--- config.mk ---
export PLATFORM = sky130hd
export DESIGN_NAME = execute_stage
export DESIGN_NICKNAME = d
export VERILOG_FILES = /design/src/verilog/tile_core_pkg.sv /design/src/verilog/execute_stage.sv
export VERILOG_INCLUDE_DIRS = /design/src /design/src/include
export SDC_FILE = /design/constraint.sdc
export NUM_CORES = 1
export LEC_CHECK = 0
export BUFFER_PORTS_ARGS = -buffer_cell sky130_fd_sc_hd__buf_2
export CAP_MARGIN = 20
export CORE_UTILIZATION = 51
export DETAILED_ROUTE_END_ITERATION = 12
export GPL_ROUTABILITY_DRIVEN = 1
export GPL_TIMING_DRIVEN = 0
export MAX_ROUTING_LAYER = met4
export PLACE_DENSITY = 0.85
export SLEW_MARGIN = 20
export SYNTH_ARGS = -nofsm -noshare
export SYNTH_HDL_FRONTEND = slang
export SYNTH_SLANG_ARGS = --single-unit
--- constraint.sdc ---
create_clock -name vclk -period 4.7
set_input_delay 0 -clock vclk [all_inputs]
set_output_delay 0 -clock vclk [all_outputs]
set_load 0.01 [all_outputs]
--- src/include/tile_core_macros.svh ---
`ifndef TILE_CORE_MACROS_SVH
`define TILE_CORE_MACROS_SVH

// Network ID this core answers to
`define TC_NET_ID 10'd1

// Instruction memory address width, also the PC width
`define TC_IMEM_AW 8

// Register file address width
`define TC_RF_AW 4

// Barrier mask and value width
`define TC_MASK_W 8

// Datapath width
`define TC_DATA_W 32

`endif

--- src/verilog/tile_core_pkg.sv ---
`include "tile_core_macros.svh"

package tile_core_pkg;

    //////////////////////////////
    // Instruction set
    //////////////////////////////

    // Zero is a no-op so a cleared stage decodes to a bubble
    typedef enum logic [3:0] {
        OP_NOP   = 4'h0,
        OP_ADD   = 4'h1,
        OP_SUB   = 4'h2,
        OP_AND   = 4'h3,
        OP_OR    = 4'h4,
        OP_MOV   = 4'h5,
        OP_BEQZ  = 4'h6,
        OP_BNEQZ = 4'h7,
        OP_BAR   = 4'h8,
        OP_DONE  = 4'h9
    } opcode_e;

    // Low bits of rs_imm name rs, branches use it as a signed offset
    typedef struct packed {
        opcode_e               op;
        logic [`TC_RF_AW-1:0]  rd;
        logic [7:0]            rs_imm;
    } instr_s;

    //////////////////////////////
    // Network
    //////////////////////////////

    typedef enum logic [1:0] {NET_INSTR, NET_REG, NET_PC, NET_BAR} net_op_e;

    typedef struct packed {
        logic [9:0]            id;
        net_op_e               net_op;
        logic [9:0]            net_addr;
        logic [`TC_DATA_W-1:0] net_data;
    } net_packet_s;

    // Run state
    typedef enum logic [1:0] {IDLE, RUN, ERR} state_e;

    //////////////////////////////
    // Pipeline payloads
    //////////////////////////////

    typedef struct packed {
        logic writes_rf;
        logic is_branch;
        logic branch_on_zero;
        logic is_bar;
        logic is_done;
    } ctrl_s;

    // Fetch to decode
    typedef struct packed {
        instr_s                instr;
        logic [`TC_IMEM_AW-1:0] pc;
    } if_id_s;

    // Decode to execute
    typedef struct packed {
        instr_s                 instr;
        logic [`TC_IMEM_AW-1:0] pc;
        ctrl_s                  ctrl;
        logic [`TC_DATA_W-1:0]  rs_val;
        logic [`TC_DATA_W-1:0]  rd_val;
    } id_ex_s;

    // Execute to writeback
    typedef struct packed {
        instr_s                instr;
        ctrl_s                 ctrl;
        logic [`TC_DATA_W-1:0] result;
    } ex_wb_s;

    typedef struct packed {
        logic [`TC_IMEM_AW-1:0] pc;
        state_e                 state;
    } debug_s;

endpackage

--- src/verilog/execute_stage.sv ---
`timescale 1ns/100ps
`include "tile_core_macros.svh"

module execute_stage (
    input  tile_core_pkg::id_ex_s   id_ex_i,
    input  tile_core_pkg::ex_wb_s   ex_wb_r_i,
    output logic                    branch_taken_o,
    output logic [`TC_IMEM_AW-1:0]  branch_target_o,
    output tile_core_pkg::ex_wb_s   ex_wb_o
);

    logic [`TC_DATA_W-1:0] rs_val;
    logic [`TC_DATA_W-1:0] rd_val;
    logic [`TC_DATA_W-1:0] result;
    logic                  wb_valid;

    //////////////////////////////
    // Forwarding from writeback
    //////////////////////////////

    // Only a nonzero destination is worth forwarding
    assign wb_valid = ex_wb_r_i.ctrl.writes_rf && (ex_wb_r_i.instr.rd != '0);

    assign rs_val = (wb_valid && (ex_wb_r_i.instr.rd == id_ex_i.instr.rs_imm[`TC_RF_AW-1:0]))
                  ? ex_wb_r_i.result : id_ex_i.rs_val;
    assign rd_val = (wb_valid && (ex_wb_r_i.instr.rd == id_ex_i.instr.rd))
                  ? ex_wb_r_i.result : id_ex_i.rd_val;

    //////////////////////////////
    // ALU
    //////////////////////////////

    always_comb
    begin
        case (id_ex_i.instr.op)
            tile_core_pkg::OP_ADD: result = rd_val + rs_val;
            tile_core_pkg::OP_SUB: result = rd_val - rs_val;
            tile_core_pkg::OP_AND: result = rd_val & rs_val;
            tile_core_pkg::OP_OR:  result = rd_val | rs_val;
            // MOV and BAR both carry rs through
            tile_core_pkg::OP_MOV,
            tile_core_pkg::OP_BAR: result = rs_val;
            default:               result = '0;
        endcase
    end

    // Branch on rd, zero or nonzero as decode said
    assign branch_taken_o = id_ex_i.ctrl.is_branch
                          && ((rd_val == '0) == id_ex_i.ctrl.branch_on_zero);

    // Offset is signed and relative to the branch itself
    assign branch_target_o = id_ex_i.pc + `TC_IMEM_AW'($signed(id_ex_i.instr.rs_imm));

    assign ex_wb_o.instr  = id_ex_i.instr;
    assign ex_wb_o.ctrl   = id_ex_i.ctrl;
    assign ex_wb_o.result = result;

endmodule

Word-level counts from Yosys, hierarchy flattened
Index checks and enable logic that the tools add are counted.
{"block": "classes", "n_addsub": 3, "magnitude_cmp": 0, "shifts": 0, "mul": 0, "muxes": 3, "n_bitwise": 2, "div_mod_pow": 0, "reduce_logical": 7, "n_eq_ne": 9}
{"cell": "32-bit one-hot mux with 5 select lines", "n": 1}
{"cell": "32-bit two-way mux", "n": 2}
{"cell": "32-bit adder", "n": 1}
{"cell": "32-bit bitwise AND", "n": 1}
{"cell": "32-bit logical NOT", "n": 1}
{"cell": "32-bit bitwise OR", "n": 1}
{"cell": "32-bit subtractor", "n": 1}
{"cell": "8-bit adder", "n": 1}
{"cell": "4-bit by 2-bit equality test with 1-bit output (second input constant)", "n": 2}
{"cell": "4-bit by 3-bit equality test with 1-bit output (second input constant)", "n": 2}
{"cell": "4-bit equality test", "n": 2}
{"cell": "4-bit by 1-bit equality test with 1-bit output (second input constant)", "n": 1}
{"cell": "4-bit equality test (second input constant)", "n": 1}
{"cell": "1-bit logical AND", "n": 4}
{"cell": "4-bit nonzero test", "n": 1}
{"cell": "2-bit OR reduction", "n": 1}
{"cell": "1-bit equality test", "n": 1}
{"block": "totals", "out_inout_bits": 62, "latch_bits": 0, "mem_bits_rw": 0, "romBits": 0, "mem_count": 0, "elab_cells": 24, "register_bits": 0, "input_bits": 146}

Longest topological paths before layout
{"block": "logic_depth", "depth_word": 7, "mapped_depth": 19, "mapped_depth_nobuf": 17}

Worst setup path after synthesis
No wires, ideal clock.
{"block": "synth_timing", "path_kind": "input-to-output", "from": "in id_ex_i[41] in the netlist's numbering", "to": "out ex_wb_o[29] in the netlist's numbering", "n_path_buf": 0, "required_time_ns": 4.700, "cell_stages": 15, "arrival_ns": 3.936, "slack_ns": 0.764, "cell_sequence": "or4_4 -> or4_4 -> o21ai_0 -> and2_1 -> a21oi_1 -> xor2_1 -> ha_1 -> a21o_1 -> a2111oi_0 -> o211ai_1 -> a31o_2 -> o31ai_1 -> o21ai_0 -> xnor2_1 -> o221ai_1"}
{"item": "from (decl)", "line": "execute_stage.sv:5", "text": "input tile_core_pkg::id_ex_s id_ex_i,"}
{"item": "to (decl)", "line": "execute_stage.sv:9", "text": "output tile_core_pkg::ex_wb_s ex_wb_o"}

==> results_dict.tcl <==
set metrics [dict create \
    commonest_non_fill_non_tap_cells_in_the_layout "sky130_fd_sc_hd__buf_2, sky130_fd_sc_hd__o21ai_0, sky130_fd_sc_hd__nand2_1" \
    worst_slew_pin_slew_ps 1190 \
    critical-path-slowest-cell "sky130_fd_sc_hd__or4_4" \
    syn-num-nets 944 \
    flops_and_latches 0 \
    timing.final.crit_period_ps 4540 \
    worst-endpoint-arrival_ps 4540 \
    detail_route.wl_per_cell_um 19.5 \
    drv.max_cap_violation_count 0 \
    worstHoldPathCells 2 \
    grt_antenna_before_repair 1 \
    drc_errors 0 \
    floorplan.initialDensity_pct 52.8 \
    total_number_of_vias 6866 \
    drtAntennaViolNets 0 \
    post_dp_cell_area_mm2 0.00601 \
    worst_ep_required_time_ps 4700 \
    postSynthCellCount 756 \
    hp-start "id_ex_i[64]" \
    layout_setup_ws_ps 159 \
    globalplace.congestion 1.08 \
    ctsHoldBuffers 0 \
    hold_violations 0 \
    slew-limit-headroom_pct 20.7 \
    worst-path-buf-inv 2 \
    min_period_over_period_pct 96.6 \
    setup_viol 0 \
    layoutNonFillerInstCount 1076 \
    grt_usage_pct 41.9 \
    grt_first_pass_wirelength_mm 31.8 \
    floorplan.die.height_um 100 \
    synth_seq_area_share_pct 0 \
    chipWidth_um 100 \
    hold_end "ex_wb_o[32]" \
    fin_nets 1136 \
    core-area_mm2 0.00928 \
    grt_pass1_vias 6244 \
    netlist-cell-type-count 67 \
    clock_buffer_count 0 \
    critical_path.endpoint_type "primary output" \
    globalRoute.totalOverflow 0 \
    drive_gt1_share_pct 26.0 \
    worst_path_dominant_cell_family "compound AO/OA/AOI/OAI gates" \
    final_area_mm2 0.00611 \
    port_buffers 187 \
    timing.critical_path.cells "buf_2 > or4_4 > or4_4 > o21ai_2 > and2_1 > a21oi_1 > xor2_1 > ha_1 > a21o_1 > a2111oi_0 > o211ai_1 > a31o_2 > o31ai_2 > o21ai_0 > xnor2_1 > o221ai_1 > buf_2" \
    post_synth_instance_area_mm2 0.00491 \
    crit_path_start_kind "input pin" \
    ys_warn_count 0 \
    numPlacedInstances 1072 \
    syn_area_per_cell_um2 6.49 \
    drtIter0Drc 746 \
    hpwl_mm 16.9 \
    fillCellCount 954 \
    rows 35 \
    layout_commonest_cell "sky130_fd_sc_hd__buf_2" \
    drt-vias-per-instance 6.38 \
    route.final.wire_length_mm 21.0 \
    slowest_stage_delay_cp_ps 530 \
    utilization_pct 65.9 \
    rsz0062_at_grt "false" \
    detail_route.first_pass.iterations 6 \
    ports_placed_on_the_boundary 208 \
    grt_max_degree 11 \
    timing_worst_setup_path_type "input pin to primary output" \
    fp.dieArea_mm2 0.0100 \
    outcome "finished clean" \
    layout.area.seq_um2 0 \
    hold_path.class "input pin to primary output" \
    final_max_slew_viol_count 0 \
    placement.setup.worst_slack_ps -397 \
    area.growth.synth_to_final_pct 24.6 \
    fmax_ghz 0.220 \
    crit_path_max_fanout 6 \
]
-- cells by family (layout without fill, tap and decap cells) --
logic type / Yosys count / count (layout) / share of synthesized area (%)
other: 0 / 1 / 0
multiplexers: 34 / 34 / 6.96
adder cells (fa/ha/maj): 42 / 42 / 11.0
buffers and inverters: 92 / 282 / 8.77
AO/OA/AOI/OAI: 249 / 249 / 33.3
AND/OR/NAND/NOR: 270 / 270 / 27.7
XOR/XNOR: 69 / 69 / 12.3
-- cell type report --
cell class	instances	area, um^2	share of cell area (%)
inverters	33	124	2.03
repair buffers	190	958	15.7
well taps	129	161	2.64
plain buffers	59	315	5.16
multi-input cells	664	4550	74.5
diodes	1	2.50	0.0409
-- per-layer routing --
layer  track usage (%)  up-vias  wire length, um
met5                 -        -                0
met4              16.5        0              962
met3              8.77       85             2840
met2              65.8      487             8990
met1              52.5     3097             8170
li1                  -     3197                -
-- worst max path at each step --
stage / depth (start not counted) / startpoint / end
detailed placement: 17 / ex_wb_r_i[48] / ex_wb_o[26]
floorplan: 15 / id_ex_i[41] / ex_wb_o[29]
finish: 17 / id_ex_i[41] / ex_wb_o[29]
global route: 17 / id_ex_i[34] / ex_wb_o[29]
global placement: 20 / ex_wb_r_i[48] / ex_wb_o[29]
CTS: 20 / ex_wb_r_i[48] / ex_wb_o[17]
-- through the flow --
stage                     TNS, ps  hold WS [ps]
after floorplan                 0          91.8
after global placement      -2630           183
after detailed placement    -2530           185
after CTS                       0           185
after global routing            0           189
final                           0           183
-- cell usage after synthesis (22+ instances only) --
master,instances,share of area [%]
sky130_fd_sc_hd__ha_1,40,10
sky130_fd_sc_hd__o21ai_0,84,8.6
sky130_fd_sc_hd__a21oi_1,57,5.8
sky130_fd_sc_hd__xnor2_1,43,7.7
sky130_fd_sc_hd__nand3_1,43,4.4
sky130_fd_sc_hd__inv_1,33,2.5
sky130_fd_sc_hd__nand2_1,81,6.2
sky130_fd_sc_hd__clkbuf_1,31,2.4
sky130_fd_sc_hd__xor2_1,26,4.6
sky130_fd_sc_hd__o221ai_1,22,3.9
sky130_fd_sc_hd__mux2i_1,33,6.7
sky130_fd_sc_hd__nor2_1,43,3.3
-- repair_timing --
item / in CTS / in global routing
setup buffers: 0 / 3
pin swaps: 0 / 3
gates resized for setup: 7 / 17
hold endpoints to repair: 0 / 0
setup endpoints to repair: 12 / 16
