**src/include/tile_core_macros.svh**
```systemverilog
`ifndef TILE_CORE_MACROS_SVH
`define TILE_CORE_MACROS_SVH

// Network ID this core answers to
`define TC_NET_ID 10'd1

// Instruction memory address width, also the PC width
`define TC_IMEM_AW 8

// Register file address width
`define TC_RF_AW 4

// Barrier mask and value width
`define TC_MASK_W 8

// Datapath width
`define TC_DATA_W 32

`endif

```
**src/verilog/tile_core_pkg.sv**
```systemverilog
`include "tile_core_macros.svh"

package tile_core_pkg;

    //////////////////////////////
    // Instruction set
    //////////////////////////////

    // Zero is a no-op so a cleared stage decodes to a bubble
    typedef enum logic [3:0] {
        OP_NOP   = 4'h0,
        OP_ADD   = 4'h1,
        OP_SUB   = 4'h2,
        OP_AND   = 4'h3,
        OP_OR    = 4'h4,
        OP_MOV   = 4'h5,
        OP_BEQZ  = 4'h6,
        OP_BNEQZ = 4'h7,
        OP_BAR   = 4'h8,
        OP_DONE  = 4'h9
    } opcode_e;

    // Low bits of rs_imm name rs, branches use it as a signed offset
    typedef struct packed {
        opcode_e               op;
        logic [`TC_RF_AW-1:0]  rd;
        logic [7:0]            rs_imm;
    } instr_s;

    //////////////////////////////
    // Network
    //////////////////////////////

    typedef enum logic [1:0] {NET_INSTR, NET_REG, NET_PC, NET_BAR} net_op_e;

    typedef struct packed {
        logic [9:0]            id;
        net_op_e               net_op;
        logic [9:0]            net_addr;
        logic [`TC_DATA_W-1:0] net_data;
    } net_packet_s;

    // Run state
    typedef enum logic [1:0] {IDLE, RUN, ERR} state_e;

    //////////////////////////////
    // Pipeline payloads
    //////////////////////////////

    typedef struct packed {
        logic writes_rf;
        logic is_branch;
        logic branch_on_zero;
        logic is_bar;
        logic is_done;
    } ctrl_s;

    // Fetch to decode
    typedef struct packed {
        instr_s                instr;
        logic [`TC_IMEM_AW-1:0] pc;
    } if_id_s;

    // Decode to execute
    typedef struct packed {
        instr_s                 instr;
        logic [`TC_IMEM_AW-1:0] pc;
        ctrl_s                  ctrl;
        logic [`TC_DATA_W-1:0]  rs_val;
        logic [`TC_DATA_W-1:0]  rd_val;
    } id_ex_s;

    // Execute to writeback
    typedef struct packed {
        instr_s                instr;
        ctrl_s                 ctrl;
        logic [`TC_DATA_W-1:0] result;
    } ex_wb_s;

    typedef struct packed {
        logic [`TC_IMEM_AW-1:0] pc;
        state_e                 state;
    } debug_s;

endpackage

```
**src/verilog/core_ctrl.sv**
```systemverilog
`timescale 1ns/100ps
`include "tile_core_macros.svh"

module core_ctrl (
    input  logic                        clk,
    input  logic                        n_reset,
    input  tile_core_pkg::net_packet_s  net_packet_i,
    input  tile_core_pkg::ex_wb_s       ex_wb_i,
    output logic                        imem_we_o,
    output logic                        rf_net_we_o,
    output logic                        pc_load_o,
    output logic                        flush_all_o,
    output tile_core_pkg::state_e       state_o,
    output logic [`TC_MASK_W-1:0]       barrier_o,
    output logic                        exception_o
);

    tile_core_pkg::state_e state_r;
    tile_core_pkg::state_e state_n;
    logic [`TC_MASK_W-1:0] mask_r;
    logic [`TC_MASK_W-1:0] barrier_r;
    logic                  exception_r;
    logic                  id_match;
    logic                  in_idle;
    logic                  net_pc;
    logic                  net_bar;
    logic                  pc_bad;

    //////////////////////////////
    // Network command decode
    //////////////////////////////

    // Packets for other cores carry no command
    assign id_match = (net_packet_i.id == `TC_NET_ID);
    assign in_idle  = (state_r == tile_core_pkg::IDLE);

    assign net_pc  = id_match && (net_packet_i.net_op == tile_core_pkg::NET_PC);
    assign net_bar = id_match && (net_packet_i.net_op == tile_core_pkg::NET_BAR);

    // Memory and register loads only while idle
    assign imem_we_o   = id_match && (net_packet_i.net_op == tile_core_pkg::NET_INSTR) && in_idle;
    assign rf_net_we_o = id_match && (net_packet_i.net_op == tile_core_pkg::NET_REG) && in_idle;
    assign pc_load_o   = net_pc && in_idle;
    // PC write while busy is an error
    assign pc_bad      = net_pc && !in_idle;

    // Start of a run or DONE committing clears the pipe
    assign flush_all_o = pc_load_o || ex_wb_i.ctrl.is_done;

    //////////////////////////////
    // Run state
    //////////////////////////////

    always_comb
    begin
        state_n = state_r;
        if (pc_bad)
            state_n = tile_core_pkg::ERR;
        else if (pc_load_o)
            state_n = tile_core_pkg::RUN;
        else if ((state_r == tile_core_pkg::RUN) && ex_wb_i.ctrl.is_done)
            state_n = tile_core_pkg::IDLE;
    end

    always_ff @(posedge clk)
    begin
        if (!n_reset)
        begin
            state_r     <= tile_core_pkg::IDLE;
            mask_r      <= '0;
            barrier_r   <= '0;
            exception_r <= 1'b0;
        end
        else
        begin
            state_r <= state_n;
            // Mask is frozen once in ERR
            if (net_bar && (state_r != tile_core_pkg::ERR))
                mask_r <= net_packet_i.net_data[`TC_MASK_W-1:0];
            // PC load seeds the barrier, BAR in writeback overwrites it
            if (pc_load_o)
                barrier_r <= net_packet_i.net_data[`TC_MASK_W-1:0];
            else if (ex_wb_i.ctrl.is_bar)
                barrier_r <= ex_wb_i.result[`TC_MASK_W-1:0];
            // Sticky until reset
            if (pc_bad)
                exception_r <= 1'b1;
        end
    end

    assign state_o     = state_r;
    assign barrier_o   = mask_r & barrier_r;
    assign exception_o = exception_r;

endmodule

```
**config.mk**
```make
export PLATFORM = sky130hd
export DESIGN_NAME = core_ctrl
export DESIGN_NICKNAME = d
export VERILOG_FILES = /design/src/verilog/tile_core_pkg.sv /design/src/verilog/core_ctrl.sv
export VERILOG_INCLUDE_DIRS = /design/src /design/src/include
export SDC_FILE = /design/constraint.sdc
export NUM_CORES = 1
export LEC_CHECK = 0
export BUFFER_PORTS_ARGS = -buffer_cell sky130_fd_sc_hd__buf_4
export CAP_MARGIN = 20
export CELL_PAD_IN_SITES_DETAIL_PLACEMENT = 0
export CELL_PAD_IN_SITES_GLOBAL_PLACEMENT = 2
export CORE_MARGIN = 2
export CORE_UTILIZATION = 15
export CTS_CLUSTER_DIAMETER = 100
export DETAILED_ROUTE_END_ITERATION = 8
export GPL_TIMING_DRIVEN = 0
export PLACE_DENSITY_LB_ADDON = 0.05
export REMOVE_ABC_BUFFERS = 1
export SLEW_MARGIN = 20
export SYNTH_ARGS = -nofsm -noshare
export SYNTH_HDL_FRONTEND = slang
export SYNTH_SLANG_ARGS = --single-unit
```
**constraint.sdc**
```tcl
create_clock -name clk -period 3.2 [get_ports clk]
set_input_delay 0.64 -clock clk [delete_from_list [all_inputs] [get_ports clk]]
set_output_delay 0.64 -clock clk [all_outputs]
set_load 0.01 [all_outputs]
```
---- Word-level counts from Yosys, hierarchy flattened ----
Cells that the tools add are included.
operators by class
  add/sub/neg operators ................... 0
  $mul .................................... 0
  divide/modulo/power cells ............... 0
  order comparisons ....................... 0
  equality and inequality tests ........... 6
  shifts and indexed selects .............. 0
  muxes and demuxes ....................... 5
  bitwise gates (word level) .............. 2
  reductions and logical operators ........ 18
operators by type and width
  operator             count
  $mux 8               2
  $eq 10x1->1 const B  1
  $logic_and 1x1->1    10
  $and 8x8->8          1
  $mux 2               3
  $eq 2x1->1 const B   2
  $eq 2x2->1 const B   2
  $logic_not 2->1      2
  $reduce_bool 2->1    2
  $reduce_bool 3->1    1
  $ne 2x2->1 const B   1
  $reduce_or 2->1      1
  $logic_not 1->1      1
  $logic_or 1x1->1     1
  $not 1->1            1
word-level totals
  flip-flop bits (word level) ............. 19
  bits in latches ......................... 0
  memory bits (writable) .................. 0
  memory bits (read-only) ................. 0
  output and inout bits ................... 15
  word-level logic and storage cells ...... 36
  memories kept ........................... 0

---- Logic depth before layout (Yosys ltp) ----
  word-level depth ........................ 5
  gate-level depth with buffers ........... 5
  gate-level depth less buffers ........... 4

---- Worst setup path after synthesis ----
OpenSTA, ideal clock, no wires.
  path kind ............................... input port to output port
  from .................................... input port net_packet_i[51] (netlist bit)
  to ...................................... output port flush_all_o
  data arrival time ....................... 1,421 ps
  slack ................................... 1,139 ps
  stages .................................. 3
  cell sequence ........................... nor4_2 -> nand4_1 -> nand2b_1
on the way
  cells in the longest elaborated chain, start to end .. 4
ends and longest elaborated chain
  item                   line             RTL
  from (decl)            core_ctrl.sv:7   input tile_core_pkg::net_packet_s net_packet_i,
  $eq 10x1->1 (no line)  n/a
  $logic_and 1x1->1      core_ctrl.sv:37  assign net_pc = id_match && (net_packet_i.net_op == tile_core_pkg::NET_PC);
  $logic_and 1x1->1      core_ctrl.sv:43  assign pc_load_o = net_pc && in_idle;
  $logic_or 1x1->1       core_ctrl.sv:48  assign flush_all_o = pc_load_o || ex_wb_i.ctrl.is_done;
  to (decl)              core_ctrl.sv:12  output logic flush_all_o,
No other way between the ends.

---- Worst setup path after layout ----
Ends and elaborated chain as after synthesis.

==> results.toml <==
[clocking]
cts_resized = 0
cts_buffers = 3
cts_sinks = 19
post_cts_buffers = 0
cts_tree = "yes"
cts_max_level = 1
cts_buffer_depth = 2
clk_latency_ps = 250
hold_buffers = 0
cts_root_buf = "clkbuf_8"
clk_pin_slew_ps = 70

[hold_path]
worstHoldPathType = "reg2reg"
hp-start = "mask_r[7]$_SDFFE_PN0P_"
whs_path_depth = 2
hold-path-endpoint = "mask_r[7]$_SDFFE_PN0P_"

[setup_path]
critPathArrivalTime_ps = 1990
timing.rr.end = "barrier_r[5]$_SDFFE_PN0P_"
crit_path_max_fanout = 10
required_ps = 2560
crit_path_end_kind = "primary output"
r2r-start = "state_o[1]$_SDFFE_PN0P_"
reg2reg_depth = 4
rrSetupSlack_ps = 1470
worstSetupStartpoint = "net_packet_i[51]"
start_kind = "primary input"
path_class = "in2out"

[place]
placed_area_um2 = 1353
port_buffers = 46
dpl.hpwl_um = 2137
routabilityCongestion = 0.6607

[drt]
drc = 0
firstDrtPassIters = 4
wire_per_inst_um = 13.08
viasPerCell = 4.062
ant_nets = 0
drtIter0Drc = 22
via_count = 914
wl_um = 2944

[job]
cap_violations = 0

[global_routing]
antenna_found_initial = 0
grtUsageTotal_pct = 8.903
use_met3_pct = 2.684
grt_pass1_vias = 975
grt-busiest-layer = "met2"
grt_max_degree = 30
met2_usage_pct = 14.22
grt_overflow_total = 0
use_met1_pct = 11.35
grt_pass1_wl_um = 4878

[timing]
finalHoldViolCount = 0
rsz0062_at_grt = "no"
post-route-period-util_pct = 82.27
setup_tns_ps = 0
max_freq_mhz = 379.8
period_minus_slack_ps = 2633
finalSetupViolCount = 0
tightest_slew_ps = 603.8
final_max_slew_viol_count = 0
whs_ps = 455.7
clock_skew_ps = 0.4153
slew_headroom_pct = 59.62

[power_and_ir_drop]
power.density_nw_per_um2 = 343.1
p_leak_nw = 0.5984
peakVddDrop_v = 0.00009977

[cells_and_area]
area_delta_synth_final_pct = 48.74
multi_input_area_um2 = 525.5
diodes = 0
layout-drive-gt1-share_pct = 40.67
nFillCells = 662
fin_nets = 260
mostFrequentLayoutCell = "buf_4"
layout_common_cells = "buf_4, nand2_1, dfxtp_1"
seq_area_um2 = 380.4
design_area_um2 = 1398

[floorplan]
die_w_um = 83.15
start_util_pct = 15.69
core_um2 = 5991
die_y_um = 83.15
std_cell_rows = 28
io_pins = 124
die_area_um2 = 6913

[logic_synthesis]
synthCells = 105
synth-seq-cells = 19
avgSynthCellArea_um2 = 8.949
syn_area_um2 = 939.7
synthDistinctLibCells = 25
synth-seq-area-share_pct = 40.48
ys_warn_count = 0

[run_status]
status = "finished, final reports clean"
cells in the mapped netlist, drive strengths merged:
cell type	count	share of area (%)
and3	2	1.5
nand2b	1	0.67
and2	8	5.3
nor2	1	0.40
nor4b	1	0.93
buf	1	1.2
nor4	2	2.7
inv	2	0.80
nand3	8	4.3
a21o	1	0.80
clkbuf	4	1.6
mux2i	9	9.6
nor2b	1	0.67
o2111a	1	1.2
nand4b	1	1.6
o21ai	11	5.9
mux2	8	9.6
and3b	1	0.93
nor3	1	0.53
dfxtp	19	40
nand3b	1	0.80
nand2	20	8.0
nand4	1	0.67
per-layer routing:
layer | share of wire (%) | vias to the layer above
met5 | 0 | -
met4 | 0.78 | 0
met3 | 6.4 | 2
met2 | 46 | 32
met1 | 47 | 426
li1 | - | 454
state kept, by name, summed over array words and instances, names as in the netlist:
name,count
barrier_r,8
exception_o,1
state_o,2
mask_r,8
final cells by class:
cell class                      instances  share of cell area (%)
Inverter                                2                  0.5372
Tap cell                               75                   6.714
Multi-Input combinational cell         79                   37.60
Timing Repair Buffer                   46                   24.71
Sequential cell                        19                   27.22
Clock buffer                            4                   3.223
cell families after synthesis:
kind of cell	Yosys count	share of synthesized area (%)
AOI/OAI and AO/OA	13	7.856
buffers and inverters	7	3.595
DFF	19	40.48
muxes	17	19.18
and+or+nand+nor	49	28.90
worst max path at each step:
stage | endpoint | slack [ps] | cells after the start
after floorplan | flush_all_o | 1140 | 3
after global placement | flush_all_o | 490 | 5
after detailed placement | flush_all_o | 430 | 5
after CTS | flush_all_o | 430 | 5
after global routing | flush_all_o | 340 | 5
final | flush_all_o | 570 | 5
worst max-delay path, cell delays in order:
cell      delay [ps]
buf_4            110
nor4_2           310
nand4_1          540
nand2b_1         240
buf_4            140
power breakdown:
part	switching, mW	internal (mW)
clock	0.0839	0.0885
combinational	0.0240	0.0386
sequential	0.00225	0.242
total	0.110	0.369
stage by stage:
stage	power (mW)	worst slack (ps)	util, %	cells
global placement	0.3126	490.3	22.58	221
global route	0.5043	337.2	23.33	225
CTS	0.4892	428.8	23.33	225
detailed placement	0.3137	431.0	22.58	221
floorplan	0.2701	1139	-	100
finish	0.4795	567.3	23.33	225
Note: power is estimated with default switching activity, not from simulation.
